==> src/logic/icache_params.svh <==
`ifndef ICACHE_PARAMS_SVH
`define ICACHE_PARAMS_SVH

// Cache geometry
`define ICACHE_LINES 32
`define ICACHE_ASSOC 2
`define ICACHE_LINE_LOG 7

// Sets per way, lines split evenly over the ways
`define ICACHE_SETS (`ICACHE_LINES / `ICACHE_ASSOC)

// Data array organisation
`define ICACHE_ROWS_PER_LINE 8
`define ICACHE_WORDS_PER_ROW 4

`endif

==> src/logic/icachePkg.sv <==
`default_nettype none
`include "icache_params.svh"

package icachePkg;

    typedef logic [31:0] pc_t;
    typedef logic [31-`ICACHE_LINE_LOG-$clog2(`ICACHE_SETS):0] tag_t; // Above set index
    typedef logic [$clog2(`ICACHE_SETS)-1:0] setIdx_t;
    typedef logic [$clog2(`ICACHE_ASSOC)-1:0] way_t;

    // Way, set, row within line
    typedef logic [$clog2(`ICACHE_LINES*`ICACHE_ROWS_PER_LINE)-1:0] sramRow_t;

    typedef logic [29:0] extAddr_t; // Word address
    typedef logic [31:0] word_t;
    typedef logic [32*`ICACHE_WORDS_PER_ROW-1:0] fetchBlock_t;

    typedef enum logic {
        MEMC_NONE,
        MEMC_CP_EXT_TO_CACHE
    } memcCmd_t;

    typedef enum logic [1:0] {
        IDLE,
        LOAD_RQ,
        LOAD_ACTIVE,
        FLUSH_WAIT
    } tableState_t;

    typedef enum logic [1:0] {
        FILL_IDLE,
        FILL_REQ,
        FILL_RELEASE,
        FILL_WRITE
    } fillState_t;

endpackage

`default_nettype wire

==> src/logic/memcIf.sv <==
`default_nettype none

// Fill command link from the tag table to the line filler.
// Fields stay stable from cmd set until busy is seen high.
interface memcIf;

    icachePkg::memcCmd_t cmd;
    icachePkg::sramRow_t sramBase; // First data array row of the line
    icachePkg::extAddr_t extBase;  // First external word of the line
    logic                busy;     // High while a line is being copied

    modport tagTable (
        output cmd,
        output sramBase,
        output extBase,
        input  busy
    );

    modport filler (
        input  cmd,
        input  sramBase,
        input  extBase,
        output busy
    );

endinterface

`default_nettype wire

==> src/logic/lineFiller.sv <==
`default_nettype none
`include "icache_params.svh"

module lineFiller (
    input  wire                     clk,
    input  wire                     rst,
    memcIf.filler                   memc,
    output logic                    extReq,
    output icachePkg::extAddr_t     extAddr,
    input  wire                     extAck,
    input  wire icachePkg::word_t   extData,
    output logic                    wrEn,
    output icachePkg::sramRow_t     wrRow,
    output icachePkg::fetchBlock_t  wrData
);

    localparam int WORD_BITS = `ICACHE_LINE_LOG - 2; // Words per line, log2
    localparam int WORD_SEL  = $clog2(`ICACHE_WORDS_PER_ROW);
    localparam int ROW_SEL   = $clog2(`ICACHE_ROWS_PER_LINE);
    localparam int EXT_BITS  = $bits(icachePkg::extAddr_t);
    localparam int SRAM_BITS = $bits(icachePkg::sramRow_t);
    localparam int WORD_W    = $bits(icachePkg::word_t);

    icachePkg::fillState_t         state;
    logic [WORD_BITS-1:0]          wordCnt;   // Word within line
    logic [EXT_BITS-WORD_BITS-1:0] extLine;
    logic [SRAM_BITS-ROW_SEL-1:0]  lineSel;
    icachePkg::fetchBlock_t        rowBuf;
    logic                          accept;
    logic                          lastInRow;

    assign accept    = state == icachePkg::FILL_IDLE &&
                       memc.cmd == icachePkg::MEMC_CP_EXT_TO_CACHE;
    assign lastInRow = &wordCnt[WORD_SEL-1:0];

    assign extAddr = {extLine, wordCnt}; // Only moves while extReq is low
    assign wrEn    = state == icachePkg::FILL_WRITE;
    assign wrRow   = {lineSel, wordCnt[WORD_BITS-1 -: ROW_SEL]};
    assign wrData  = rowBuf;

    always_ff @(posedge clk) begin
        if (rst) begin
            state     <= icachePkg::FILL_IDLE;
            memc.busy <= 1'b0;
            extReq    <= 1'b0;
            wordCnt   <= '0;
        end else begin
            case (state)
                icachePkg::FILL_IDLE: begin
                    if (accept) begin
                        memc.busy <= 1'b1;
                        extReq    <= 1'b1;
                        wordCnt   <= '0;
                        state     <= icachePkg::FILL_REQ;
                    end
                end
                icachePkg::FILL_REQ: begin
                    if (extAck) begin // Word captured below
                        extReq <= 1'b0;
                        state  <= icachePkg::FILL_RELEASE;
                    end
                end
                icachePkg::FILL_RELEASE: begin
                    if (!extAck) begin
                        if (lastInRow) begin
                            state <= icachePkg::FILL_WRITE;
                        end else begin
                            wordCnt <= wordCnt + 1'b1;
                            extReq  <= 1'b1;
                            state   <= icachePkg::FILL_REQ;
                        end
                    end
                end
                default: begin
                    // Row goes out this cycle
                    if (&wordCnt) begin
                        memc.busy <= 1'b0;
                        state     <= icachePkg::FILL_IDLE;
                    end else begin
                        wordCnt <= wordCnt + 1'b1;
                        extReq  <= 1'b1;
                        state   <= icachePkg::FILL_REQ;
                    end
                end
            endcase
        end
    end

    always_ff @(posedge clk) begin
        if (accept) begin
            extLine <= memc.extBase[EXT_BITS-1:WORD_BITS];
            lineSel <= memc.sramBase[SRAM_BITS-1:ROW_SEL];
        end
        if (state == icachePkg::FILL_REQ && extAck) begin
            rowBuf[wordCnt[WORD_SEL-1:0]*WORD_W +: WORD_W] <= extData; // Low address low
        end
    end

endmodule

`default_nettype wire

==> src/flat_wrapper.sv <==
// flat-port wrapper written by rule: the top's interface ports become plain ports
module lineFiller_flat 
  (clk, rst, extReq, extAddr, extAck, extData, wrEn, wrRow, wrData, memc_cmd, memc_sramBase, memc_extBase, memc_busy);
  memcIf memc_i ();
  input  wire clk;
  input  wire rst;
  output logic extReq;
  output icachePkg::extAddr_t extAddr;
  input  wire extAck;
  input  wire icachePkg::word_t extData;
  output logic wrEn;
  output icachePkg::sramRow_t wrRow;
  output icachePkg::fetchBlock_t wrData;
  input wire logic [$bits(memc_i.cmd)-1:0] memc_cmd;
  input wire logic [$bits(memc_i.sramBase)-1:0] memc_sramBase;
  input wire logic [$bits(memc_i.extBase)-1:0] memc_extBase;
  output wire logic [$bits(memc_i.busy)-1:0] memc_busy;
  assign memc_i.cmd = memc_cmd;
  assign memc_i.sramBase = memc_sramBase;
  assign memc_i.extBase = memc_extBase;
  assign memc_busy = memc_i.busy;
  lineFiller u_core (.clk(clk), .rst(rst), .memc(memc_i), .extReq(extReq), .extAddr(extAddr), .extAck(extAck), .extData(extData), .wrEn(wrEn), .wrRow(wrRow), .wrData(wrData));
endmodule
==> config.mk <==
export PLATFORM = sky130hd
export DESIGN_NAME = lineFiller_flat
export DESIGN_NICKNAME = d
export VERILOG_FILES = /design/src/logic/icachePkg.sv /design/src/logic/memcIf.sv /design/src/logic/lineFiller.sv /design/src/flat_wrapper.sv
export VERILOG_INCLUDE_DIRS = /design/src /design/src/logic
export SDC_FILE = /design/constraint.sdc
export NUM_CORES = 1
export LEC_CHECK = 0
export BUFFER_PORTS_ARGS = -buffer_cell sky130_fd_sc_hd__clkbuf_2
export CAP_MARGIN = 10
export CORE_ASPECT_RATIO = 1.2
export CORE_MARGIN = 2
export CORE_UTILIZATION = 44
export CTS_CLUSTER_SIZE = 10
export DETAILED_ROUTE_END_ITERATION = 10
export PLACE_DENSITY = 0.82
export SYNTH_ARGS = -nofsm -noshare
export SYNTH_HDL_FRONTEND = slang
export SYNTH_SLANG_ARGS = --single-unit
==> constraint.sdc <==
create_clock -name clk -period 2.2 [get_ports clk]
set_clock_uncertainty 0.2 [all_clocks]
set_input_delay 0.11 -clock clk [delete_from_list [all_inputs] [get_ports clk]]
set_output_delay 0.11 -clock clk [all_outputs]
set_load 0.1 [all_outputs]
## Word-level counts from Yosys, hierarchy flattened

Cells that the tools add are included.

- Mux-type cells: 20
- $add $sub $neg: 2
- Bitwise gates (word level): 2
- Reductions and logical operators: 11
- Shift-type cells: 2
- Equality and inequality tests: 9

Operators with widths:

| kind | number |
|---|---|
| $bwmux 128 | 1 |
| $shift 32x34->128 const A | 1 |
| $shiftx 32x34->128 | 1 |
| $neg 7->34 | 1 |
| $mux 5 | 4 |
| $pmux 5 s3 | 1 |
| $reduce_and 5->1 | 3 |
| $mux 2 | 4 |
| $mux 1 | 7 |
| $ne 2x2->1 const B | 3 |
| $pmux 2 s3 | 1 |
| $reduce_and 3->1 | 2 |
| $add 5x1->5 const B | 1 |
| $eq 2x2->1 const B | 2 |
| $ne 4x3->1 const B | 1 |
| $ne 3x2->1 const B | 1 |
| $pmux 1 s3 | 1 |
| $eq 2x1->1 const B | 1 |
| $logic_and 1x1->1 | 2 |
| $logic_not 2->1 | 1 |
| $ne 2x1->1 const B | 1 |
| $not 1->1 | 2 |
| $pmux 1 s2 | 1 |
| $reduce_and 2->1 | 1 |
| 2 further kinds | 2 |

- Logic and storage cells: 53
- Bits of input ports: 74
- Bits in registers: 167

## Depth between registers and ports, before layout

Gate-level depths: netlist (run 1).

- Word-level depth: 4
- Mapped depth: 8
- Mapped depth without buffers: 7

## Worst setup path after synthesis (run 1)

No wires, ideal clock.

- Path type: reg2reg
- Start point: register u_core.wordCnt[0]
- End point: register u_core.wordCnt[2]
- Required time: 1.868 ns
- Stages on the path, launching flop included: 9
- Arrival: 2.613 ns
- Buffers on the path: 1
- Clock period less this slack: 2.945 ns
- Slack: -0.745 ns
- Path through: dfxtp_1 -> ha_1 -> and3_1 -> ha_1 -> or3b_1 -> and4_1 -> buf_6 -> mux2i_1 -> a21oi_1

- Cells in the longest elaborated chain, start to end: 4

RTL lines:

| what | line | RTL |
|---|---|---|
| from (decl) | lineFiller.sv:25 | `logic [WORD_BITS-1:0] wordCnt;` |
| from (signal assigned) | lineFiller.sv:68 | `wordCnt <= wordCnt + 1'b1;` |
| from (signal assigned) | lineFiller.sv:80 | `wordCnt <= wordCnt + 1'b1;` |
| $add 5x1->5 | lineFiller.sv:68, lineFiller.sv:80 |  |
| $mux 5 | lineFiller.sv:65 | `if (lastInRow) begin` |
| $mux 5 | lineFiller.sv:64 | `if (!extAck) begin` |
| $pmux 5 s3 | lineFiller.sv:48 | `case (state)` |

Parallel ways exist; a longest one is shown, timed or not. The select of a mux whose other input is x is not followed.
A chain may end at the register's enable or synchronous reset.

## Final worst setup path (run 1)

Same ends and word-level chain as after synthesis.

==> results.md, run 1 <==
- Routed Antenna Nets: 0
- Area fraction in compound gates after synthesis: 0.008325
- Clk Tree Root Cell: clkbuf_16
- Max Cap Viol: 0
- Clk buf depth: 2
- Min Tclk post-route: 2.064 ns
- Total Routed Length: 16.53 mm
- RSZ-0062 raised after global routing: no
- Commonest non-fill, non-tap cell in the layout: clkbuf_2
- DP Area: 0.007859 mm^2
- Worst R2R End: u_core.wordCnt[2]
- Pint: 6.298 mW
- Crit-path max FO: 10
- Mapped Area: 0.006312 mm^2
- Insertion delay to the later sink of the worst-skew pair: 0.42 ns
- Normalized max-slew margin: 0.6116
- Die area: 0.01532 mm^2
- Number of global-route vias before repair: 4,617
- Clk pwr share: 0.258
- Seq pwr share: 0.388
- Status: completed
- Area of the multi-input gates: 0.001343 mm^2
- I/O Buffers: 234
- Number of remaining DRC errors: 0
- Final-layout fill cell count: 998
- Initial DRC Count: 287
- Post-synthesis sequential area ratio: 0.7802
- WL/cell: 18.76 um
- Multiplexer area fraction after synthesis: 0.01269
- Starting density of the core: 0.4529
- Pin count of the biggest net entering global routing: 33
- Worst Hold Class: in2reg
- Power per cell area: 1166 mW/mm^2
- CTS tree: done
- Slowest cell on crit path: dfxtp_4
- Post-synth EDFFs: 158
- Initial antenna violation count: 1
- VDD IR-drop max: 0.0005408 V
- CP Launch Type: flip-flop
- Clock buffer count from CTS: 17
- Nets@finish: 782
- Final setup viols: 0
- Register area: 0.004941 mm^2
- Synth cell types: 29
- Vias/cell: 4.896
- Worst Hold Launch: extAck
- R2R Setup Slk: 0.14 ns
- Syn_nets: 465
- R2R Path Start: u_core.wordCnt[0]
- Slew @ Worst Pin: 0.5851 ns
- Worst EP arrival: 2.20 ns
- GRT Overall Usage: 0.2205
- CP Cell Sequence: ha_4 -> and3_4 -> ha_4 -> or3b_1 -> and4_2 -> mux2i_1 -> a21oi_1
- Cells after Synth: 380
- Final worst setup slack: 0.1362 ns
- CP required: 2.34 ns
- #FFs+latches synth: 167
- Fraction of the cycle the final worst path needs: 0.9381
- Post-Layout Cell Count: 881
- H-tree Lvls: 4
- First-pass GRT wire length: 24.78 mm
- Most frequent CP cell: ha_4
- Worst slack, placed: 0.1091 ns
- Fin. Hold Viols: 0
- Most frequent cells in the layout: 234 x clkbuf_2, 158 x edfxtp_1, 128 x and2_1, 64 x dlygate4sd3_1, 17 x clkbuf_16
- Xor/xnor cell area share of the yosys netlist: 0
- Adder-cell share of the synthesized area: 0.02180
- Pins Over Slew Limit: 0
- Die Wd: 113.3 um
- Io pins: 243
- Syn_area_per_cell: 16.61 um^2
- Fin area: 0.009040 mm^2
- Clk sinks: 167
- Die height: 135.2 um
- Placed Cells: 785
- Area delta synth->final: 43.21%
- Clock Pin Slew Worst Setup and Hold Paths: 0.06 ns
- HPWL Detailed: 10.82 mm
- Switch share: 0.4025
- Largest cells by area after synthesis: edfxtp_1 75%, and2_1 13%, dfxtp_1 2.9%
- Global route overflow: 0
- Setup crit end kind: flip-flop
- Max Fclk: 0.4845 GHz
- Combinational power share: 0.354
- Setup crit start: u_core.wordCnt[0]
- GPL Wtd Cong: 0.7769
- Layout cells sized above 1: 0.4217
- Largest family of logic cells by synthesized area: simple AND/OR/NAND/NOR gates
- Simple-gate portion of the synthesized area: 0.1604
- WHS: 0.05803 ns
- Crit path kind: reg2reg
- Synth Warn #: 0
- Async set or reset register ratio after synthesis: 0
- Endpoint, Worst Hold: u_core.extReq
- R2R cell count: 7
- Via count: 4,313
- Core Rows: 47
- DRT Pass-1 Iters: 4
- CP max stage delay: 0.42 ns
- Area leader, netlist: edfxtp_1
- Net Switching: 4.243 mW
- Most used DFF post-synth: edfxtp_1
- Hold Path Cell Cnt: 5
- Synth top area share: 0.7516
- P_leak: 3.690 nW
- Pwr Total: 10.54 mW
- Placeable Area: 0.01394 mm^2
cell usage after synthesis (3+ instances only):
| cell | instances |
|---|---|
| a21oi_1 | 5 |
| and2_1 | 129 |
| and3_1 | 5 |
| buf_4 | 3 |
| clkbuf_1 | 13 |
| dfxtp_1 | 9 |
| edfxtp_1 | 158 |
| ha_1 | 11 |
| inv_1 | 5 |
| mux2i_1 | 8 |
| nand2_1 | 4 |
| nor2_1 | 7 |
| nor3b_1 | 3 |
worst max-delay path, delay by kind of cell, from the launching register on:
family / cells / cell delay [ns]
simple gates: 3 / 0.78
flops: 1 / 0.42
fa+ha+maj: 2 / 0.30
compound gates: 1 / 0.15
mux: 1 / 0.13
sequential cells by signal, summed over array words and instances, names as in the netlist:
register,cells
u_core.memc.busy,1
u_core.extLine,25
u_core.wordCnt,5
u_core.wrData,128
u_core.extReq,1
u_core.state,2
u_core.lineSel,5
per-layer routing:
layer | track usage | part of all wire | vias to the layer above
met3 | 0.06130 | 0.044 | 45
met5 | 0 | 0 | -
met2 | 0.4072 | 0.56 | 167
li1 | - | - | 1986
met1 | 0.2284 | 0.36 | 2115
met4 | 0.1084 | 0.035 | 0
power groups by stage:
stage	Clock, mW	Combinational, mW	Sequential (mW)
floorplan	0	0.869	6.13
global route	2.90	3.91	4.12
finish	2.72	3.74	4.09
global placement	0	3.57	4.14
CTS	2.77	3.75	4.09
detailed placement	0	3.65	4.15
metrics by stage:
step | setup TNS, ns | util
floorplan | -0.005704 | -
global placement | 0 | 0.5639
detailed placement | 0 | 0.5639
CTS | 0 | 0.6484
global route | 0 | 0.6486
finish | 0 | 0.6486
cell families after synthesis:
kind of cell | after synthesis
AO/OA/AOI/OAI | 9
adder cells (fa/ha/maj) | 11
buffers and inverters | 23
flip-flops | 167
multiplexers | 8
AND/OR/NAND/NOR | 162
cell type report:
cell class | instances | area share
clock inverters | 12 | 0.01149
diodes | 1 | 0.0002768
well taps | 171 | 0.02367
clock buffers | 19 | 0.04789
multi-input cells | 190 | 0.1485
repair buffers | 316 | 0.2195
inverters | 5 | 0.002076
flip-flops and latches | 167 | 0.5466
how the worst max path moves through the flow:
stage                        endpoint  slack (ns)  depth (start not counted)
finish              u_core.wordCnt[2]        0.14                          7
detailed placement  u_core.wordCnt[2]        0.11                          7
floorplan           u_core.wordCnt[2]      -0.005                          8
CTS                 u_core.wordCnt[2]         0.1                          7
global placement    u_core.wordCnt[2]        0.16                          7
global route        u_core.wordCnt[2]        0.03                          7
what timing repair did:
item,in CTS,in global routing
endpoints found under the hold margin,167,0
endpoints found under the setup margin,0,1
setup buffers,0,0
hold buffers,64,0
gates resized for setup,0,1
(Power assumes the default switching activity.)
==> run 2: changes to the inputs <==
--- a/config.mk
+++ b/config.mk
@@ -14,6 +14,7 @@
 export CTS_CLUSTER_SIZE = 10
 export DETAILED_ROUTE_END_ITERATION = 10
 export PLACE_DENSITY = 0.82
+export SETUP_SLACK_MARGIN = 0.4
 export SYNTH_ARGS = -nofsm -noshare
 export SYNTH_HDL_FRONTEND = slang
 export SYNTH_SLANG_ARGS = --single-unit
==> run 2 against run 1 <==
  * Clock-buffer cell count is the same
  * Via count grew 4.3%
  * Cell count grew 2.4%
  * Total power grew 12%
  * Die area is the same
  * Non-clock buffer count grew 20
  * Register-to-register slack gained 0.14 ns
  * First-iteration DRC count grew 26%
  * Core utilization grew 4.3 points
  * Combinational power grew 18%
  * Critical path depth is the same
  * Flip-flop and latch count is the same
==> results.md, run 2 (synthesis results as in run 1) <==
- Worst R2R End: u_core.wrData[14]
- Fin. Hold Viols: 0
- Slew @ Worst Pin: 0.5842 ns
- HPWL Detailed: 10.63 mm
- Number of global-route vias before repair: 4,461
- Pins Over Slew Limit: 0
- Most frequent CP cell: buf_4
- Core Rows: 47
- Normalized max-slew margin: 0.6122
- GPL Wtd Cong: 0.7649
- Power per cell area: 1222 mW/mm^2
- Die height: 135.2 um
- Endpoint, Worst Hold: u_core.wrData[123]
- Initial antenna violation count: 1
- Min Tclk post-route: 1.922 ns
- Slowest cell on crit path: dfxtp_4
- Hold Path Cell Cnt: 2
- Max Fclk: 0.5203 GHz
- H-tree Lvls: 4
- Nets@finish: 802
- Crit path depth: 7
- Clock Pin Slew Worst Setup and Hold Paths: 0.06 ns
- Placed Cells: 786
- Worst Hold Class: in2reg
- I/O Buffers: 234
- GRT Overall Usage: 0.2123
- Area delta synth->final: 52.78%
- WL/cell: 19.65 um
- CP Launch Type: flip-flop
- Pint: 7.264 mW
- Most frequent cells in the layout: 233 x clkbuf_2, 158 x edfxtp_1, 79 x and2_1, 64 x dlygate4sd3_1, 49 x and2_4
- Setup tns final: 0 ns
- R2R Setup Slk: 0.28 ns
- Final setup viols: 0
- RSZ-0062 raised after global routing: yes
- R2R Path Start: u_core.wordCnt[0]
- Number of remaining DRC errors: 0
- Top Family by Delay on Critical Path: buffers and inverters
- Clk pwr share: 0.278
- Setup crit end kind: flip-flop
- Global route overflow: 0
- R2R cell count: 7
- Die area: 0.01532 mm^2
- Clk sinks: 167
- Fraction of the cycle the final worst path needs: 0.8736
- Status: completed
- Crit-path max FO: 8
- CP required: 2.18 ns
- Max FFs per register: 128
- Clock buffer count from CTS: 17
- First-pass GRT wire length: 24.23 mm
- Crit path kind: reg2reg
- Layout cells sized above 1: 0.5137
- Worst Hold Launch: extAck
- Io pins: 243
- Starting density of the core: 0.4529
- Pin count of the biggest net entering global routing: 31
- Vias/cell: 4.986
- CP Cell Sequence: clkinvlp_4 -> ha_2 -> buf_4 -> nor3b_4 -> buf_4 -> buf_6 -> and2_1
- Insertion delay to the later sink of the worst-skew pair: 0.43 ns
- CP max stage delay: 0.39 ns
- Final-layout fill cell count: 938
- Crit path buf inv count: 4
- Placeable Area: 0.01394 mm^2
- Combinational power share: 0.376
- Total Routed Length: 17.73 mm
- Worst EP arrival: 1.90 ns
- Initial DRC Count: 362
- Seq pwr share: 0.346
- Die Wd: 113.3 um
- WHS: 0.04503 ns
- P_leak: 3.993 nW
- Routed Antenna Nets: 0
- Via count: 4,497
- VDD IR-drop max: 0.001146 V
- Switch share: 0.3835
- DRT Pass-1 Iters: 5
- Max Cap Viol: 0
- Clk buf depth: 2
- Commonest non-fill, non-tap cell in the layout: clkbuf_2
- Clk Tree Root Cell: clkbuf_16
- CTS tree: done
- Net Switching: 4.518 mW
- Post-Layout Cell Count: 902
[run 2: what timing repair did]
item / CTS / global route
buffers inserted: 6 / 5
setup endpoints to repair: 134 / 162
cloned: 0 / 8
endpoints found under the hold margin: 167 / 0
pin swaps: 2 / 48
gates resized for setup: 5 / 73
hold buffers: 64 / 0
[run 2: cell type report]
class	count	area [um^2]	share of cell area
tap	171	214.0	0.02218
multi-input combinational	190	1496	0.1552
timing repair buffer	336	2318	0.2404
sequential	167	4941	0.5123
inverter	5	22.52	0.002335
clock buffer	19	432.9	0.04489
clock inverter	13	216.5	0.02244
antenna	1	2.502	0.0002595
[run 2: power by group through the flow]
| stage | clock network, mW | logic [mW] | registers [mW] |
|---|---|---|---|
| 2_1_floorplan | 0 | 0.871 | 6.13 |
| 3_3_place_gp | 0 | 3.59 | 4.13 |
| 3_5_place_dp | 0 | 3.66 | 4.15 |
| 4_1_cts | 3.29 | 3.80 | 4.07 |
| 5_1_grt | 3.43 | 4.61 | 4.10 |
| 6_report | 3.28 | 4.43 | 4.08 |
[run 2: per-stage QoR]
stage	area, um^2	total power [mW]	setup WS [ns]	util
after floorplan	6369	7.005	-0.001183	-
after global placement	7891	7.723	0.1570	0.5662
after detailed placement	7891	7.811	0.1300	0.5662
after CTS	9239	11.17	0.2919	0.6629
after global routing	9644	12.13	0.2132	0.6920
final	9644	11.78	0.2782	0.6920
[run 2: worst max path at each step]
stage / startpoint / to
floorplan: u_core.wordCnt[0] / u_core.wordCnt[2]
global placement: u_core.wordCnt[0] / u_core.wordCnt[3]
detailed placement: u_core.wordCnt[0] / u_core.wordCnt[3]
CTS: u_core.wordCnt[0] / u_core.wrData[6]
global route: u_core.wordCnt[1] / u_core.wordCnt[3]
finish: u_core.wordCnt[0] / u_core.wrData[14]
[run 2: routing by layer]
metal  wire [um]  track usage  vias to the layer above
met2        9482       0.3752                      201
met4         631      0.09959                        0
met5           0            0                        -
li1            -            -                     2024
met1        6696       0.2378                     2227
met3         914      0.05861                       45
==> run 3: changes to the inputs <==
--- a/config.mk
+++ b/config.mk
@@ -8,7 +8,7 @@
 export LEC_CHECK = 0
 export BUFFER_PORTS_ARGS = -buffer_cell sky130_fd_sc_hd__clkbuf_2
 export CAP_MARGIN = 10
-export CORE_ASPECT_RATIO = 1.2
+export CORE_ASPECT_RATIO = 2
 export CORE_MARGIN = 2
 export CORE_UTILIZATION = 44
 export CTS_CLUSTER_SIZE = 10
==> run 3 against run 2 <==
  * Global-route usage decreased by 0.66 points
  * Fmax shrank 3.6%
  * Clock-buffer cell count is 1 lower
  * Total power down 0.43%
  * Cell count rose by 3.7%
  * Sequential share of layout area fell by 1.3 points
  * Die area is 0.35% higher
  * Hold slack gained 0.024 ns
  * Core utilization grew 0.51 points
==> results.md, run 3 (synthesis results as in run 1) <==
- Max Cap Viol: 0
- Max Fclk: 0.5016 GHz
- Die height: 173.4 um
- H-tree Lvls: 4
- Power per cell area: 1186 mW/mm^2
- Clk sinks: 167
- Fin. Hold Viols: 0
- HPWL Detailed: 10.24 mm
- Crit-path max FO: 6
- Clock Pin Slew Worst Setup and Hold Paths: 0.07 ns
- CTS tree: done
- Max FFs per register: 128
- Initial DRC Count: 264
- RSZ-0062 raised after global routing: yes
- Area delta synth->final: 56.77%
- CP Launch Type: flip-flop
- Global route overflow: 0
- Number of remaining DRC errors: 0
- Final worst setup slack: 0.2064 ns
- Worst slack, placed: -0.09600 ns
- DP Area: 0.007920 mm^2
- Total Routed Length: 16.92 mm
- Via count: 4,409
- Pins Over Slew Limit: 0
- DRT Pass-1 Iters: 4
- Antenna cells: 0
- Crit path kind: reg2reg
- Pint: 7.186 mW
- Setup tns final: 0 ns
- Most frequent cells in the layout: 231 x clkbuf_2, 158 x edfxtp_1, 64 x and2_4, 64 x and2_1, 64 x dlygate4sd3_1
- Clk pwr share: 0.274
- Clk Tree Root Cell: clkbuf_16
- Final-layout fill cell count: 909
- Pwr Total: 11.73 mW
- Commonest non-fill, non-tap cell in the layout: clkbuf_2
- Clk buf depth: 2
- Vias/cell: 4.716
- GRT Overall Usage: 0.2057
- Setup crit end kind: flip-flop
- Fin area: 0.009896 mm^2
- Insertion delay to the later sink of the worst-skew pair: 0.41 ns
- Net Switching: 4.546 mW
- Layout Utilization: 0.6971
- Area of the multi-input gates: 0.001578 mm^2
- VDD IR-drop max: 0.0007863 V
- Switch share: 0.3875
- Nets@finish: 815
- Seq pwr share: 0.347
- Initial antenna violation count: 0
- Io pins: 243
- Min Tclk post-route: 1.994 ns
- Layout cells sized above 1: 0.5464
- Core Rows: 62
- Pin count of the biggest net entering global routing: 33
- Placeable Area: 0.01420 mm^2
- Die area: 0.01538 mm^2
- Clock buffer count from CTS: 17
- Final setup viols: 0
- Worst EP arrival: 2.09 ns
- P_leak: 4.100 nW
- Status: completed
- Die Wd: 88.70 um
- CP required: 2.30 ns
- Worst Hold Class: in2reg
- Normalized max-slew margin: 0.6148
- First-pass GRT wire length: 23.57 mm
- Fraction of the cycle the final worst path needs: 0.9062
- Combinational power share: 0.379
- Register area: 0.004941 mm^2
- Slew @ Worst Pin: 0.5803 ns
- GPL Wtd Cong: 0.7852
- Starting density of the core: 0.4447
- I/O Buffers: 234
- Number of global-route vias before repair: 4,483
- Routed Antenna Nets: 0
- WL/cell: 18.10 um
run 3: worst paths after layout:
check / depth (start not counted) / start / end / slack [ns]
setup / recovery: 8 / u_core.wordCnt[0] / u_core.wordCnt[3] / 0.21
hold / removal: 5 / extAck / u_core.extReq / 0.07
setup reg to reg: 8 / u_core.wordCnt[0] / u_core.wordCnt[3] / 0.21
hold reg to reg: 2 / u_core.memc.busy / u_core.memc.busy / 0.28
run 3: critical path, stage by stage (launching register included):
cell	delay [ns]
dfxtp_4	0.37
buf_8	0.10
ha_4	0.12
and3_4	0.19
ha_4	0.12
or3b_1	0.34
and4_4	0.19
mux2i_1	0.16
a21oi_1	0.08
run 3: routing by layer:
| metal | up-vias | GRT usage | routed length [um] |
|---|---|---|---|
| met5 | - | 0 | 0 |
| met3 | 29 | 0.06381 | 1522 |
| met4 | 0 | 0.07197 | 346 |
| li1 | 2049 | - | - |
| met1 | 2078 | 0.2413 | 6101 |
| met2 | 253 | 0.3486 | 8953 |
run 3: final cells by class:
cell class,count,area share
sequential,167,0.4993
tap,192,0.02428
multi-input combinational,191,0.1594
inverter,5,0.002276
clock buffer,18,0.04337
clock inverter,14,0.02137
timing repair buffer,348,0.2500
run 3: timing repair:
action | in CTS | in global routing
hold endpoints to repair | 171 | 0
cloned | 1 | 7
gates resized for setup | 15 | 97
hold buffers | 64 | 0
setup buffers | 9 | 13
pin swaps | 4 | 62
setup endpoints to repair | 135 | 190
run 3: power by group through the flow:
stage | registers [mW] | clock network (mW) | logic (mW)
floorplan | 6.13 | 0 | 0.871
global placement | 4.11 | 0 | 3.64
detailed placement | 4.12 | 0 | 3.69
CTS | 4.06 | 3.25 | 3.93
global route | 4.10 | 3.37 | 4.63
finish | 4.07 | 3.21 | 4.45
run 3: per-stage QoR:
step,std cells,hold WS [ns]
CTS,915,0.03546
detailed placement,809,0.08863
floorplan,380,0.008869
global placement,809,0.08775
global route,935,0.1333
finish,935,0.06906
