`src/logic/icache_params.svh`:
```
`ifndef ICACHE_PARAMS_SVH
`define ICACHE_PARAMS_SVH

// Cache geometry
`define ICACHE_LINES 32
`define ICACHE_ASSOC 2
`define ICACHE_LINE_LOG 7

// Sets per way, lines split evenly over the ways
`define ICACHE_SETS (`ICACHE_LINES / `ICACHE_ASSOC)

// Data array organisation
`define ICACHE_ROWS_PER_LINE 8
`define ICACHE_WORDS_PER_ROW 4

`endif

```
`src/logic/icachePkg.sv`:
```
`default_nettype none
`include "icache_params.svh"

package icachePkg;

    typedef logic [31:0] pc_t;
    typedef logic [31-`ICACHE_LINE_LOG-$clog2(`ICACHE_SETS):0] tag_t; // Above set index
    typedef logic [$clog2(`ICACHE_SETS)-1:0] setIdx_t;
    typedef logic [$clog2(`ICACHE_ASSOC)-1:0] way_t;

    // Way, set, row within line
    typedef logic [$clog2(`ICACHE_LINES*`ICACHE_ROWS_PER_LINE)-1:0] sramRow_t;

    typedef logic [29:0] extAddr_t; // Word address
    typedef logic [31:0] word_t;
    typedef logic [32*`ICACHE_WORDS_PER_ROW-1:0] fetchBlock_t;

    typedef enum logic {
        MEMC_NONE,
        MEMC_CP_EXT_TO_CACHE
    } memcCmd_t;

    typedef enum logic [1:0] {
        IDLE,
        LOAD_RQ,
        LOAD_ACTIVE,
        FLUSH_WAIT
    } tableState_t;

    typedef enum logic [1:0] {
        FILL_IDLE,
        FILL_REQ,
        FILL_RELEASE,
        FILL_WRITE
    } fillState_t;

endpackage

`default_nettype wire

```
`src/logic/memcIf.sv`:
```
`default_nettype none

// Fill command link from the tag table to the line filler.
// Fields stay stable from cmd set until busy is seen high.
interface memcIf;

    icachePkg::memcCmd_t cmd;
    icachePkg::sramRow_t sramBase; // First data array row of the line
    icachePkg::extAddr_t extBase;  // First external word of the line
    logic                busy;     // High while a line is being copied

    modport tagTable (
        output cmd,
        output sramBase,
        output extBase,
        input  busy
    );

    modport filler (
        input  cmd,
        input  sramBase,
        input  extBase,
        output busy
    );

endinterface

`default_nettype wire

```
`src/logic/icacheTable.sv`:
```
`default_nettype none
`include "icache_params.svh"

module icacheTable (
    input  wire                  clk,
    input  wire                  rst,
    input  wire                  fetchValid,
    input  wire icachePkg::pc_t  fetchPc,
    output logic                 fetchStall,
    output logic                 rdEn,
    output icachePkg::sramRow_t  rdRow,
    memcIf.tagTable              memc
);

    localparam int SET_BITS = $clog2(`ICACHE_SETS);
    localparam int ROW_SEL  = $clog2(`ICACHE_ROWS_PER_LINE);
    localparam int ROW_LOG  = $clog2(`ICACHE_WORDS_PER_ROW * 4); // Bytes per row

    icachePkg::tag_t        tags [`ICACHE_SETS][`ICACHE_ASSOC];
    logic                   valid [`ICACHE_SETS][`ICACHE_ASSOC];
    icachePkg::way_t        rrPtr [`ICACHE_SETS];
    icachePkg::tableState_t state;

    icachePkg::setIdx_t     setIdx;
    icachePkg::tag_t        lookupTag;
    icachePkg::way_t        hitWay;
    icachePkg::way_t        victim;
    logic                   hit;
    logic                   missStart;
    icachePkg::setIdx_t     loadSet;
    icachePkg::way_t        loadWay;

    always_comb begin
        setIdx    = icachePkg::setIdx_t'(fetchPc >> `ICACHE_LINE_LOG);
        lookupTag = icachePkg::tag_t'(fetchPc >> (`ICACHE_LINE_LOG + SET_BITS));
        hit       = 1'b0;
        hitWay    = '0;
        for (int w = 0; w < `ICACHE_ASSOC; w++) begin
            if (valid[setIdx][w] && tags[setIdx][w] == lookupTag) begin
                hit    = 1'b1;
                hitWay = icachePkg::way_t'(w);
            end
        end
    end

    assign victim     = rrPtr[setIdx];
    assign fetchStall = fetchValid && (!hit || state != icachePkg::IDLE);
    assign rdEn       = fetchValid && !fetchStall;
    assign rdRow      = {hitWay, setIdx, fetchPc[`ICACHE_LINE_LOG-1:ROW_LOG]};
    assign missStart  = fetchValid && !hit && state == icachePkg::IDLE;

    always_ff @(posedge clk) begin
        if (rst) begin
            state    <= icachePkg::FLUSH_WAIT;
            memc.cmd <= icachePkg::MEMC_NONE;
            for (int s = 0; s < `ICACHE_SETS; s++) begin
                rrPtr[s] <= '0;
                for (int w = 0; w < `ICACHE_ASSOC; w++) begin
                    valid[s][w] <= 1'b0;
                end
            end
        end else begin
            // Step past a way once it has been used
            if (rdEn && rrPtr[setIdx] == hitWay) begin
                rrPtr[setIdx] <= rrPtr[setIdx] + 1'b1;
            end

            case (state)
                icachePkg::FLUSH_WAIT: begin
                    if (!memc.busy) begin
                        state <= icachePkg::IDLE;
                    end
                end
                icachePkg::LOAD_RQ: begin
                    if (memc.busy) begin // Filler took the command
                        memc.cmd <= icachePkg::MEMC_NONE;
                        state    <= icachePkg::LOAD_ACTIVE;
                    end
                end
                icachePkg::LOAD_ACTIVE: begin
                    if (!memc.busy) begin // Whole line written
                        valid[loadSet][loadWay] <= 1'b1;
                        state                   <= icachePkg::IDLE;
                    end
                end
                default: begin
                    if (missStart) begin
                        memc.cmd              <= icachePkg::MEMC_CP_EXT_TO_CACHE;
                        valid[setIdx][victim] <= 1'b0;
                        state                 <= icachePkg::LOAD_RQ;
                    end
                end
            endcase
        end
    end

    always_ff @(posedge clk) begin
        if (missStart) begin
            tags[setIdx][victim] <= lookupTag;
            loadSet              <= setIdx;
            loadWay              <= victim;
            memc.sramBase        <= {victim, setIdx, {ROW_SEL{1'b0}}};
            memc.extBase         <= {fetchPc[31:`ICACHE_LINE_LOG],
                                     {(`ICACHE_LINE_LOG-2){1'b0}}}; // Line start word
        end
    end

endmodule

`default_nettype wire

```
`src/flat_wrapper.sv`:
```
// flat-port wrapper written by rule: the top's interface ports become plain ports
module icacheTable_flat 
  (clk, rst, fetchValid, fetchPc, fetchStall, rdEn, rdRow, memc_cmd, memc_sramBase, memc_extBase, memc_busy);
  memcIf memc_i ();
  input  wire clk;
  input  wire rst;
  input  wire fetchValid;
  input  wire icachePkg::pc_t fetchPc;
  output logic fetchStall;
  output logic rdEn;
  output icachePkg::sramRow_t rdRow;
  output wire logic [$bits(memc_i.cmd)-1:0] memc_cmd;
  output wire logic [$bits(memc_i.sramBase)-1:0] memc_sramBase;
  output wire logic [$bits(memc_i.extBase)-1:0] memc_extBase;
  input wire logic [$bits(memc_i.busy)-1:0] memc_busy;
  assign memc_cmd = memc_i.cmd;
  assign memc_sramBase = memc_i.sramBase;
  assign memc_extBase = memc_i.extBase;
  assign memc_i.busy = memc_busy;
  icacheTable u_core (.clk(clk), .rst(rst), .fetchValid(fetchValid), .fetchPc(fetchPc), .fetchStall(fetchStall), .rdEn(rdEn), .rdRow(rdRow), .memc(memc_i));
endmodule
```
`config.mk`:
```
export PLATFORM = sky130hd
export DESIGN_NAME = icacheTable_flat
export DESIGN_NICKNAME = d
export VERILOG_FILES = /design/src/logic/icachePkg.sv /design/src/logic/memcIf.sv /design/src/logic/icacheTable.sv /design/src/flat_wrapper.sv
export VERILOG_INCLUDE_DIRS = /design/src /design/src/logic
export SDC_FILE = /design/constraint.sdc
export NUM_CORES = 1
export LEC_CHECK = 0
export BUFFER_PORTS_ARGS = -buffer_cell sky130_fd_sc_hd__buf_2
export CORE_MARGIN = 3
export CORE_UTILIZATION = 56
export DETAILED_ROUTE_END_ITERATION = 8
export PLACE_DENSITY_LB_ADDON = 0.25
export SYNTH_ARGS = -nofsm -noshare
export SYNTH_HDL_FRONTEND = slang
export SYNTH_SLANG_ARGS = --single-unit
```
`constraint.sdc`:
```
create_clock -name clk -period 6.3 [get_ports clk]
set_input_delay 0.315 -clock clk [delete_from_list [all_inputs] [get_ports clk]]
set_output_delay 0.315 -clock clk [all_outputs]
set_load 0.02 [all_outputs]
```
* Word level (Yosys, flattened, before mapping) *
Memories as Yosys holds them, arrays and structs flattened.
Index checks and enable logic that the tools add are counted.

storage, ports and cells
  memory bits (writable) = 720
  word-level logic and storage cells = 87
  flip-flop bits (word level) = 38
  output and inout bits = 49
  memories = 3
  input bits = 36

operators by class
  order comparisons = 4
  reduce and logical (&&, ||, !) cells = 23
  muxes and demuxes = 39
  bitwise logic cells = 3
  add/sub/neg operators = 1
  equal/unequal tests = 8

memories
  memory        words  bits a word  rd ports  clocked after memory_dff  write ports  RTL line           RTL
  u_core.tags   16     42           1         0                         1            icacheTable.sv:19  icachePkg::tag_t tags [`ICACHE_SETS][`ICACHE_ASSOC];
  u_core.valid  16     2            1         0                         16           icacheTable.sv:20  logic valid [`ICACHE_SETS][`ICACHE_ASSOC];
  u_core.rrPtr  16     1            1         0                         16           icacheTable.sv:21  icachePkg::way_t rrPtr [`ICACHE_SETS];

operators by type and width
  kind                                                        number
  == test 21 bit                                              2
  two-way mux 42 bit                                          1
  demux 21 bit (select 1 bit)                                 1
  two-way mux 21 bit                                          1
  two-way mux 1 bit                                           20
  two-way mux 2 bit                                           9
  two-way mux 4 bit                                           3
  logical AND 1 bit                                           9
  AND reduction 3 bit                                         2
  OR reduction 2 bit                                          3
  == test 2 bit, second input constant                        2
  >= comparator 2 bit, second input constant                  2
  less-than comparator 2 x 1 -> 1 bit, second input constant  2
  inequality test 2 bit, second input constant                2
  inverter 1 -> 2 bit                                         2
  case mux 2 bit (2 select lines)                             1
  nonzero test 2 bit                                          2
  nonzero test 3 bit                                          1
  OR reduction 3 bit                                          1
  demux 1 bit (select 1 bit)                                  2
  == test 2 x 1 -> 1 bit, second input constant               1
  zero test 1 bit                                             2
  zero test 2 bit                                             1
  case mux 1 bit (2 select lines)                             1
  other kinds (5)                                             5

* Logic depth before layout (Yosys ltp) *
Gate-level depths: netlist of run 1.
An unclocked memory read counts as a cell.

  depth after elaboration = 16
  gate-level depth with buffers = 17
  mapped depth without buffers = 10

* Worst setup path before layout of run 1 *
OpenSTA, ideal clock, no wires.

  path type = input to register
  from = input fetchPc[7]
  to = memory u_core.tags[7][0] (netlist bit) (enable)
  slack = -0.294 ns
  library setup time = 0.425 ns
  buffers on the path = 3
  required time = 5.875 ns
  data arrival time = 6.169 ns
  stages = 12
  cell sequence = buf_6 -> buf_6 -> buf_4 -> mux4_2 -> mux2i_1 -> xnor2_1 -> nor2_1 -> a41oi_1 -> nor4_4 -> nor3_1 -> nand2_1 -> nor3_1

between the ends
  longest elaborated chain between the ends = 10
  elaborated cells between the ends (all ways) = 20
  those cells by class = 2 x order compare; 2 x eq/ne; 6 x mux; 1 x bitwise; 6 x reduce/logical; 3 x memory

ends and longest elaborated chain
  what                                      RTL line           RTL
  start: declaration                        flat_wrapper.sv:8  input wire icachePkg::pc_t fetchPc;
  memory (16 x 42 bit)                      n/a
  == test 21 bit                            icacheTable.sv:39  if (valid[setIdx][w] && tags[setIdx][w] == lookupTag) begin
  logical AND 1 bit                         icacheTable.sv:39
  two-way mux 1 bit (2 in a row)            icacheTable.sv:39
  zero test 1 bit                           icacheTable.sv:50  assign missStart = fetchValid && !hit && state == icachePkg::IDLE;
  logical AND 1 bit (2 in a row)            icacheTable.sv:50
  two-way mux 1 bit                         icacheTable.sv:98  if (missStart) begin
  two-way mux 42 bit (implied by the code)  icacheTable.sv:99  tags[setIdx][victim] <= lookupTag;
  end: declaration                          icacheTable.sv:19

Several ways; a longest one is shown, not always the timed one.

* Worst setup path in the final report of run 1 *
  from = input fetchPc[8]
  to = output fetchStall

between the ends
  longest elaborated chain between the ends = 8
  elaborated cells between the ends (all ways) = 11
  those cells by class = 2 x eq/ne; 2 x mux; 5 x reduce/logical; 2 x memory

ends and longest elaborated chain
  what                  RTL line           RTL
  memory (16 x 42 bit)  n/a
  == test 21 bit        icacheTable.sv:39
  logical AND 1 bit     icacheTable.sv:39
  two-way mux 1 bit     icacheTable.sv:39
  two-way mux 1 bit *   icacheTable.sv:39
  zero test 1 bit *     icacheTable.sv:47  assign fetchStall = fetchValid && (!hit || state != icachePkg::IDLE);
  logical OR 1 bit *    icacheTable.sv:47
  logical AND 1 bit *   icacheTable.sv:47
  end: declaration      flat_wrapper.sv:9  output logic fetchStall;

Every way passes the cells marked *; elsewhere a longest branch is shown, timed or not.

==> results of run 1 <==
==> cells in the final DEF (no fill, tap or decap), drive strengths merged, types with 4 or more instances in the layout <==
cell      n
inv      11
clkbuf  104
and2      4
clkinv   30
nand3    29
a211oi    4
edfxtp  746
xor2     22
a221oi   10
mux2i   120
nand2    52
nor2b    13
o21ai    19
a211o     9
o22ai     7
nand4     6
nor4      7
mux4    157
xnor2    38
a21oi    25
a311o     5
conb      8
nand2b    7
buf     138
a22oi    14
bufinv    4
a22o      5
a21boi   12
nor2     82
nor3     31
mux2     11
==> cell type report <==
class | count | share of cell area
repair buffers | 140 | 0.02710
multi-input cells | 739 | 0.2250
inverters | 11 | 0.001270
clock inverters | 34 | 0.007437
flip-flops and latches | 749 | 0.6512
clock buffers | 103 | 0.06116
well taps | 739 | 0.02681
==> cell families (layout without fill, tap and decap cells) <==
| family | count (synthesis) | count (layout) | share of synthesized area |
|---|---|---|---|
| other | 1 | 8 | 0.0001209 |
| buffers and inverters | 126 | 288 | 0.03018 |
| DFF | 749 | 749 | 0.7243 |
| and+or+nand+nor | 248 | 248 | 0.03934 |
| AOI/OAI and AO/OA | 135 | 135 | 0.03212 |
| xor gates and xnor gates | 60 | 60 | 0.01695 |
| muxes | 288 | 288 | 0.1570 |
==> per-stage QoR <==
step | setup WS [ns] | instances | util | hold WS [ns] | power [µW]
after floorplan | 0.7157 | 1614 | - | 0.4139 | 6015
after global placement | 1.241 | 2377 | 0.5909 | 0.4655 | 6199
after detailed placement | 1.161 | 2377 | 0.5909 | 0.4834 | 6213
after CTS | 1.736 | 2515 | 0.6346 | 0.05428 | 10490
after global routing | 1.472 | 2515 | 0.6346 | 0.08692 | 10730
final | 1.693 | 2515 | 0.6346 | 0.08101 | 10430
==> registers in the layout, indices dropped and copies added, names as in the netlist <==
register and cells:
u_core.rrPtr 16, u_core.state 2, u_core.valid 32, u_core.memc.cmd 1
u_core.loadSet 3, u_core.memc.extBase 21, u_core.tags 672, u_core.memc.sramBase 2
==> metal layers <==
metal | vias to the layer above | global-route usage | wire (µm)
li1 | 6722 | - | -
met1 | 8408 | 0.3586 | 29130
met2 | 729 | 0.3896 | 33700
met3 | 141 | 0.04383 | 5478
met4 | 0 | 0.08655 | 1867
met5 | - | 0 | 0
==> power by group <==
part | switching [µW] | internal (µW) | total (µW)
clock network | 1810 | 2510 | 4320
registers | 7.49 | 5500 | 5510
logic | 379 | 223 | 602
==> what timing repair did <==
action,4_1_cts,5_1_grt
buffers inserted,0,0
hold buffers,1,0
hold endpoints to repair,1,0
==> worst paths after layout <==
path,startpoint,end,slack [ns],cells after the start
setup reg to reg,u_core.tags[13][15],u_core.tags[10][18],2.08,11
setup / recovery,fetchPc[8],fetchStall,1.69,12
hold reg to reg,u_core.memc.cmd,u_core.memc.cmd,0.49,2
hold / removal,rst,u_core.memc.cmd,0.08,2
==> critical path: stages <==
cell and delay (ns):
buf_8 0.62, buf_12 0.34, mux2i_1 0.36, nor2_1 0.07, a21oi_1 0.13, o21ai_0 0.09
o41ai_1 0.61, a41oi_1 0.37, nor4_4 0.66, nor2_1 0.18, o31a_1 0.28, buf_2 0.16
==> results.json, run 1 <==
{
  "regArea_um2": 22460,
  "tightest_slew_ns": 1.259,
  "ys_warn_count": 0,
  "drt_iter0_drc": 1881,
  "synth_top_cell_area_share": 0.7224,
  "path_max_fanout": 82,
  "num-nets-final": 1754,
  "grt_pass1_vias": 16233,
  "period_needed_ns": 4.607,
  "leakage_uw": 0.01126,
  "status": "completed",
  "syn-cell-area_um2": 31010,
  "wl_per_cell_um": 27.90,
  "report.final.hold_viol_count": 0,
  "clockRootBuffer": "clkbuf_16",
  "design_area_um2": 34490,
  "fill_cells": 3739,
  "grt_max_degree": 88,
  "n_antenna_cell": 0,
  "die_h_um": 241.3,
  "grt_pass1_wl_um": 104700,
  "yosysMostFrequentCell": "edfxtp_1",
  "cts_buffers": 77,
  "timing.final.crit_share": 0.7313,
  "cts_buffer_depth": 3,
  "ys.flop_type": "edfxtp_1",
  "cts_max_level": 3,
  "avgSynthCellArea_um2": 19.30,
  "yosysTopAreaCell": "edfxtp_1",
  "port_buffers": 66,
  "yosys-top-cells-area": "edfxtp_1 72%, mux4_2 11%, mux2i_1 3.9%",
  "coreArea_um2": 54350,
  "drc": 0,
  "clkTransAtPathRegs_ns": 0.06,
  "hold_class": "input pin to register",
  "start_kind": "input pin",
  "dr.pass1.iters": 5,
  "antenna_left": 0,
  "core.rowCount": 85,
  "cts_num_sinks": 749,
  "vias_per_cell": 6.362,
  "cts_tree": "built",
  "track_usage": 0.2482,
  "ctsResizeCount": 0,
  "via_count": 16000,
  "antenna_found_initial": 0,
  "ys_seq_elements": 749,
  "die_area_um2": 58240,
  "tns_ns": 0,
  "fmax_mhz": 217.1,
  "peakVddDrop_mv": 0.1649,
  "finalWeightedCongestion": 0.8309,
  "wirelength_um": 70180,
  "dpl.hpwl_um": 39200,
  "multi_input_area_um2": 7760,
  "arrival_ns": 4.29,
  "rsz0062_at_grt": "false",
  "overflow": 0,
  "clk_latency_ns": 0.61,
  "slew_violations": 0,
  "ys_seq_area_frac": 0.7243,
  "worst-endpoint-required_ns": 5.98,
  "async_reset_ff_frac": 0,
  "drive_gt1_frac": 0.2607,
  "clock_skew_ns": 0.01564,
  "power_density_nw_per_um2": 302.4,
  "relSlewSlack": 0.1556,
  "ys_top_cells_by_count": "746 x edfxtp_1, 157 x mux4_2, 120 x mux2i_1",
  "top_level_ports": 85,
  "drv_cap": 0,
  "syn_inst": 1607,
  "setup_viol": 0,
  "area_growth_pct": 11.22,
  "place_area_um2": 32110,
  "synth-edff-count": 746,
  "synth.distinct_cells": 75,
  "die_x_um": 241.3,
  "start_util": 0.5706,
  "worstSetupPathType": "input pin to output port",
  "worst_setup_path_end_kind": "output port"
}
No activity file was read; power rests on OpenSTA's default activity.
==> run 2, diff against run 1 <==
--- a/config.mk
+++ b/config.mk
@@ -8,7 +8,7 @@
 export LEC_CHECK = 0
 export BUFFER_PORTS_ARGS = -buffer_cell sky130_fd_sc_hd__buf_2
 export CORE_MARGIN = 3
-export CORE_UTILIZATION = 56
+export CORE_UTILIZATION = 62
 export DETAILED_ROUTE_END_ITERATION = 8
 export PLACE_DENSITY_LB_ADDON = 0.25
 export SYNTH_ARGS = -nofsm -noshare
==> constraint.sdc (replaced) <==
create_clock -name clk -period 4.75 [get_ports clk]
set_input_delay 0.2375 -clock clk [delete_from_list [all_inputs] [get_ports clk]]
set_output_delay 0.2375 -clock clk [all_outputs]
set_load 0.02 [all_outputs]
==> results.json, run 2 (synthesized netlist as in run 1, its figures left out) <==
{
  "crit_path_max_incr_delay_ns": 1.03,
  "post-cts-setup-buffer-count": 0,
  "die_h_um": 229.6,
  "grtUsageMet2": 0.4560,
  "worst_setup_path_end_kind": "register",
  "via_count": 16408,
  "timing.final.crit_share": 0.8998,
  "reg2reg_from": "u_core.tags[14][3]",
  "drt_iter0_drc": 2399,
  "power.total_uw": 13510,
  "clock_skew_ns": 0.02186,
  "largest_reg_flops": 672,
  "gr-usage-met1": 0.3958,
  "hold-path-cell-count": 1,
  "grt_pass1_vias": 16698,
  "report.final.hold_viol_count": 0,
  "cpMostUsedCell": "mux4_2",
  "vias_per_cell": 6.537,
  "stdcell_count": 2510,
  "dr.pass1.iters": 5,
  "clk_latency_ns": 0.61,
  "cts_hold_buf": 2,
  "tightest_slew_ns": 1.363,
  "slew_violations": 0,
  "wl_per_cell_um": 28.96,
  "start_util": 0.6309,
  "leakage_uw": 0.01168,
  "track_usage": 0.2818,
  "die_area_um2": 52740,
  "cts_tree": "built",
  "setup_ws_ns": 0.4761,
  "area_growth_pct": 13.40,
  "hold_class": "input pin to register",
  "drc": 0,
  "place_inst": 2382,
  "cts_buffers": 73,
  "worst-endpoint-required_ns": 5.05,
  "core.rowCount": 81,
  "ff2ff_setup_slack_ns": 0.48,
  "clkTransAtPathRegs_ns": 0.06,
  "relSlewSlack": 0.08607,
  "dp_slack_ns": 0.1215,
  "top_level_ports": 85,
  "place_area_um2": 32980,
  "num-nets-final": 1831,
  "coreArea_um2": 49150,
  "r2r_end": "u_core.tags[11][25]",
  "grt_pass1_wl_um": 108300,
  "worstPathCellList": "mux4_2 -> mux4_2 -> xnor2_1 -> nand3_1 -> nor4_1 -> and4_1 -> nor3_4 -> buf_4 -> nand2b_1 -> nor3_2 -> buf_12",
  "antenna_left": 0,
  "final_cell_mix": "746 x edfxtp_1, 157 x mux4_2, 126 x buf_4",
  "regMostFlops": "u_core.tags",
  "final_common_cell": "edfxtp_1",
  "drv_cap": 0,
  "peakVddDrop_mv": 0.2361,
  "path_max_fanout": 12,
  "drive_gt1_frac": 0.2909,
  "cp_slowest_cell": "nor3_2",
  "die_x_um": 229.6,
  "worstHoldStart": "fetchPc[11]",
  "design_area_um2": 35170,
  "fmax_mhz": 234.0,
  "antenna_found_initial": 0,
  "rr_worst_depth": 11,
  "start_kind": "register",
  "holdPathEnd": "u_core.tags[15][0]",
  "met3_usage": 0.04851,
  "period_needed_ns": 4.274,
  "status": "completed",
  "dpl.hpwl_um": 43330,
  "grt_max_degree": 48,
  "cts_num_sinks": 749,
  "overflow": 0,
  "cts_max_level": 3,
  "cts_buffer_depth": 3,
  "wirelength_um": 72690,
  "n_antenna_cell": 0,
  "setup_viol": 0,
  "ctsResizeCount": 0,
  "top_usage_layer": "met2",
  "top_regs": "u_core.tags (672), u_core.valid (32), u_core.memc.extBase (21)",
  "worstSetupPathType": "register to register",
  "arrival_ns": 4.58,
  "clockRootBuffer": "clkbuf_16",
  "power_density_nw_per_um2": 384.2,
  "rsz0062_at_grt": "false",
  "finalWeightedCongestion": 0.8474,
  "port_buffers": 66
}
==> run 2: how the worst max path moves through the flow <==
stage / cells past startpoint / startpoint / endpoint
3_3_place_gp: 12 / fetchPc[9] / u_core.tags[11][33]
4_1_cts: 11 / u_core.tags[14][3] / u_core.tags[11][23]
3_5_place_dp: 12 / fetchPc[9] / u_core.tags[11][33]
5_1_grt: 14 / fetchPc[7] / fetchStall
2_1_floorplan: 13 / fetchPc[7] / u_core.tags[7][21]
6_report: 11 / u_core.tags[14][3] / u_core.tags[11][25]
==> run 2: metal layers <==
| layer | wire length, µm | share of wire | vias up |
|---|---|---|---|
| met4 | 2057 | 0.028 | 0 |
| met1 | 28290 | 0.39 | 8463 |
| met3 | 6569 | 0.090 | 142 |
| met2 | 35780 | 0.49 | 931 |
| met5 | 0 | 0 | - |
| li1 | - | - | 6872 |
==> run 2: layout make-up <==
| type | count | area, µm² |
|---|---|---|
| tap | 664 | 830.8 |
| clock buffer | 90 | 1933 |
| inverter | 11 | 43.79 |
| clock inverter | 36 | 234.0 |
| multi-input combinational | 739 | 7791 |
| fill | 2899 | 13990 |
| sequential | 749 | 22460 |
| timing repair buffer | 221 | 1871 |
==> run 2: stage by stage <==
step           utilization  hold slack (ns)  TNS, ns
2_1_floorplan            -           0.3364   -21.35
3_3_place_gp        0.6709           0.4672        0
3_5_place_dp        0.6709           0.4724        0
4_1_cts             0.7154          0.03177        0
5_1_grt             0.7154          0.04995        0
6_report            0.7154          0.07030        0
==> run 2: critical path, delay by kind of cell (launching register included) <==
kind | cells | cell delay (ns)
AND/OR/NAND/NOR | 6 | 1.86
multiplexers | 2 | 1.01
buffers and inverters | 2 | 0.41
flip-flops | 1 | 0.39
XOR/XNOR | 1 | 0.26
==> run 2: power by group <==
group	total [µW]	switching, µW	internal (µW)
Sequential	7300	10.2	7290
Clock	5330	2340	2990
Combinational	875	530	345
==> run 3, diff against run 2 <==
--- a/config.mk
+++ b/config.mk
@@ -10,6 +10,7 @@
 export CORE_MARGIN = 3
 export CORE_UTILIZATION = 62
 export DETAILED_ROUTE_END_ITERATION = 8
+export MAX_ROUTING_LAYER = met4
 export PLACE_DENSITY_LB_ADDON = 0.25
 export SYNTH_ARGS = -nofsm -noshare
 export SYNTH_HDL_FRONTEND = slang
==> constraint.sdc (replaced) <==
create_clock -name clk -period 4.34 [get_ports clk]
set_input_delay 0.217 -clock clk [delete_from_list [all_inputs] [get_ports clk]]
set_output_delay 0.217 -clock clk [all_outputs]
set_load 0.02 [all_outputs]
==> results.json, run 3 (synthesized netlist as in run 1, its figures left out) <==
{
  "grt_max_degree": 45,
  "status": "completed",
  "die_area_um2": 52740,
  "top_level_ports": 85,
  "ff2ff_setup_slack_ns": 0.52,
  "wl_met2_um": 36360,
  "final_common_cell": "edfxtp_1",
  "largest_reg_flops": 672,
  "worst_setup_path_end_kind": "output port",
  "die_h_um": 229.6,
  "worstPathCellList": "mux4_2 -> mux2i_1 -> xnor2_1 -> o32ai_1 -> o211a_1 -> nand4b_1 -> nor4_4 -> nor2_1 -> o31a_1 -> buf_2",
  "cts_max_level": 3,
  "die_x_um": 229.6,
  "top_regs": "u_core.tags (672), u_core.valid (32), u_core.memc.extBase (21)",
  "grt_pass1_wl_um": 109000,
  "area_growth_pct": 14.32,
  "design_area_um2": 35450,
  "stdcell_count": 2504,
  "cp_slowest_cell": "nor4_4",
  "core.rowCount": 81,
  "via_count": 16419,
  "setup_viol": 0,
  "final_cell_mix": "746 x edfxtp_1, 157 x mux4_2, 120 x mux2i_1",
  "timing.final.crit_share": 0.9307,
  "worstSetupPathType": "register to output port",
  "cts_tree": "built",
  "power.total_uw": 15040,
  "clk_latency_ns": 0.59,
  "clockRootBuffer": "clkbuf_16",
  "crit_path_max_incr_delay_ns": 0.52,
  "clock_skew_ns": 0.01658,
  "crit_buf_inv": 1,
  "drive_gt1_frac": 0.2884,
  "cts_buffer_depth": 3,
  "relSlewSlack": 0.4100,
  "rsz0062_at_grt": "false",
  "cts_buffers": 72,
  "peakVddDrop_mv": 0.2832,
  "period_needed_ns": 4.039,
  "worst-endpoint-required_ns": 4.12,
  "wirelength_um": 73100,
  "ctsResizeCount": 0,
  "regMostFlops": "u_core.tags",
  "start_util": 0.6309,
  "tns_ns": 0,
  "grt_pass1_vias": 16717,
  "start_kind": "register",
  "num-nets-final": 1821,
  "arrival_ns": 3.82,
  "track_usage": 0.2943,
  "regArea_um2": 22460,
  "fill_cells": 2905,
  "multi_input_area_um2": 7863,
  "antenna_found_initial": 1,
  "dpl.hpwl_um": 43540,
  "met1Wirelength_um": 28340,
  "antenna_left": 0,
  "path_max_fanout": 4,
  "cts_num_sinks": 749,
  "met3_length_um": 6620,
  "tightest_slew_ns": 0.8777,
  "place_area_um2": 33150,
  "dr.pass1.iters": 5,
  "vias_per_cell": 6.557,
  "overflow": 0,
  "drv_cap": 0,
  "finalWeightedCongestion": 0.8839,
  "port_buffers": 66,
  "fmax_mhz": 247.6,
  "cp_top_family": "compound AO/OA/AOI/OAI gates",
  "report.final.hold_viol_count": 0,
  "highest_layer": "met4",
  "drc": 0,
  "place_inst": 2372,
  "slew_violations": 0,
  "drt_iter0_drc": 1998,
  "power_density_nw_per_um2": 424.2,
  "hold_class": "input pin to register",
  "leakage_uw": 0.01178,
  "wl_per_cell_um": 29.19,
  "clkTransAtPathRegs_ns": 0.06,
  "coreArea_um2": 49150
}
[run 3: cell types whose count changed in the layout (fill, tap and decap cells not counted), moves of 2 or more]
cell and delta:
diode_2 +2, clkinv_2 +4, nor3_4 +5, buf_12 +14
buf_4 -24, clkbuf_16 -2, inv_6 -3, nor3_2 -5
bufinv_16 +6, clkbuf_1 -3, nor2_2 -8, nor2_4 +8
[run 3: layout make-up]
cell class,instances,share of cell area
sequential,749,0.6336
multi-input combinational,739,0.2218
timing repair buffer,212,0.05587
clock buffer,85,0.05280
tap,664,0.02343
clock inverter,42,0.01115
inverter,11,0.001235
antenna,2,0.0001412
[run 3: what timing repair did]
item	in CTS	in global routing
setup buffers	0	0
hold buffers	3	0
endpoints found under the hold margin	4	0
[run 3: per-layer routing]
layer	vias up	global-route usage
li1	6869	-
met1	8496	0.3972
met2	920	0.4639
met3	134	0.05522
met4	0	0.09451
met5	-	-
[run 3: path summary, 6_finish.rpt]
check,start,endpoint,cells after the start
max,u_core.tags[14][25],fetchStall,10
min,fetchPc[18],u_core.tags[7][28],2
max reg2reg,u_core.valid[15][1],u_core.tags[2][15],12
min reg2reg,u_core.memc.cmd,u_core.memc.cmd,2
[run 3: report_power, final]
group / switching, µW / internal (µW) / leakage, µW
logic: 583 / 376 / 0.00388
clock network: 2540 / 3550 / 0.00112
registers: 11.3 / 7980 / 0.00678
[run 3: stage by stage]
step	utilization	setup WS (ns)	hold slack (ns)
floorplan	-	-0.2494	0.3159
global placement	0.6744	0.2337	0.4341
detailed placement	0.6744	0.1233	0.4341
CTS	0.7211	0.2550	0.01884
global route	0.7212	0.1543	0.05393
finish	0.7212	0.3006	0.06114
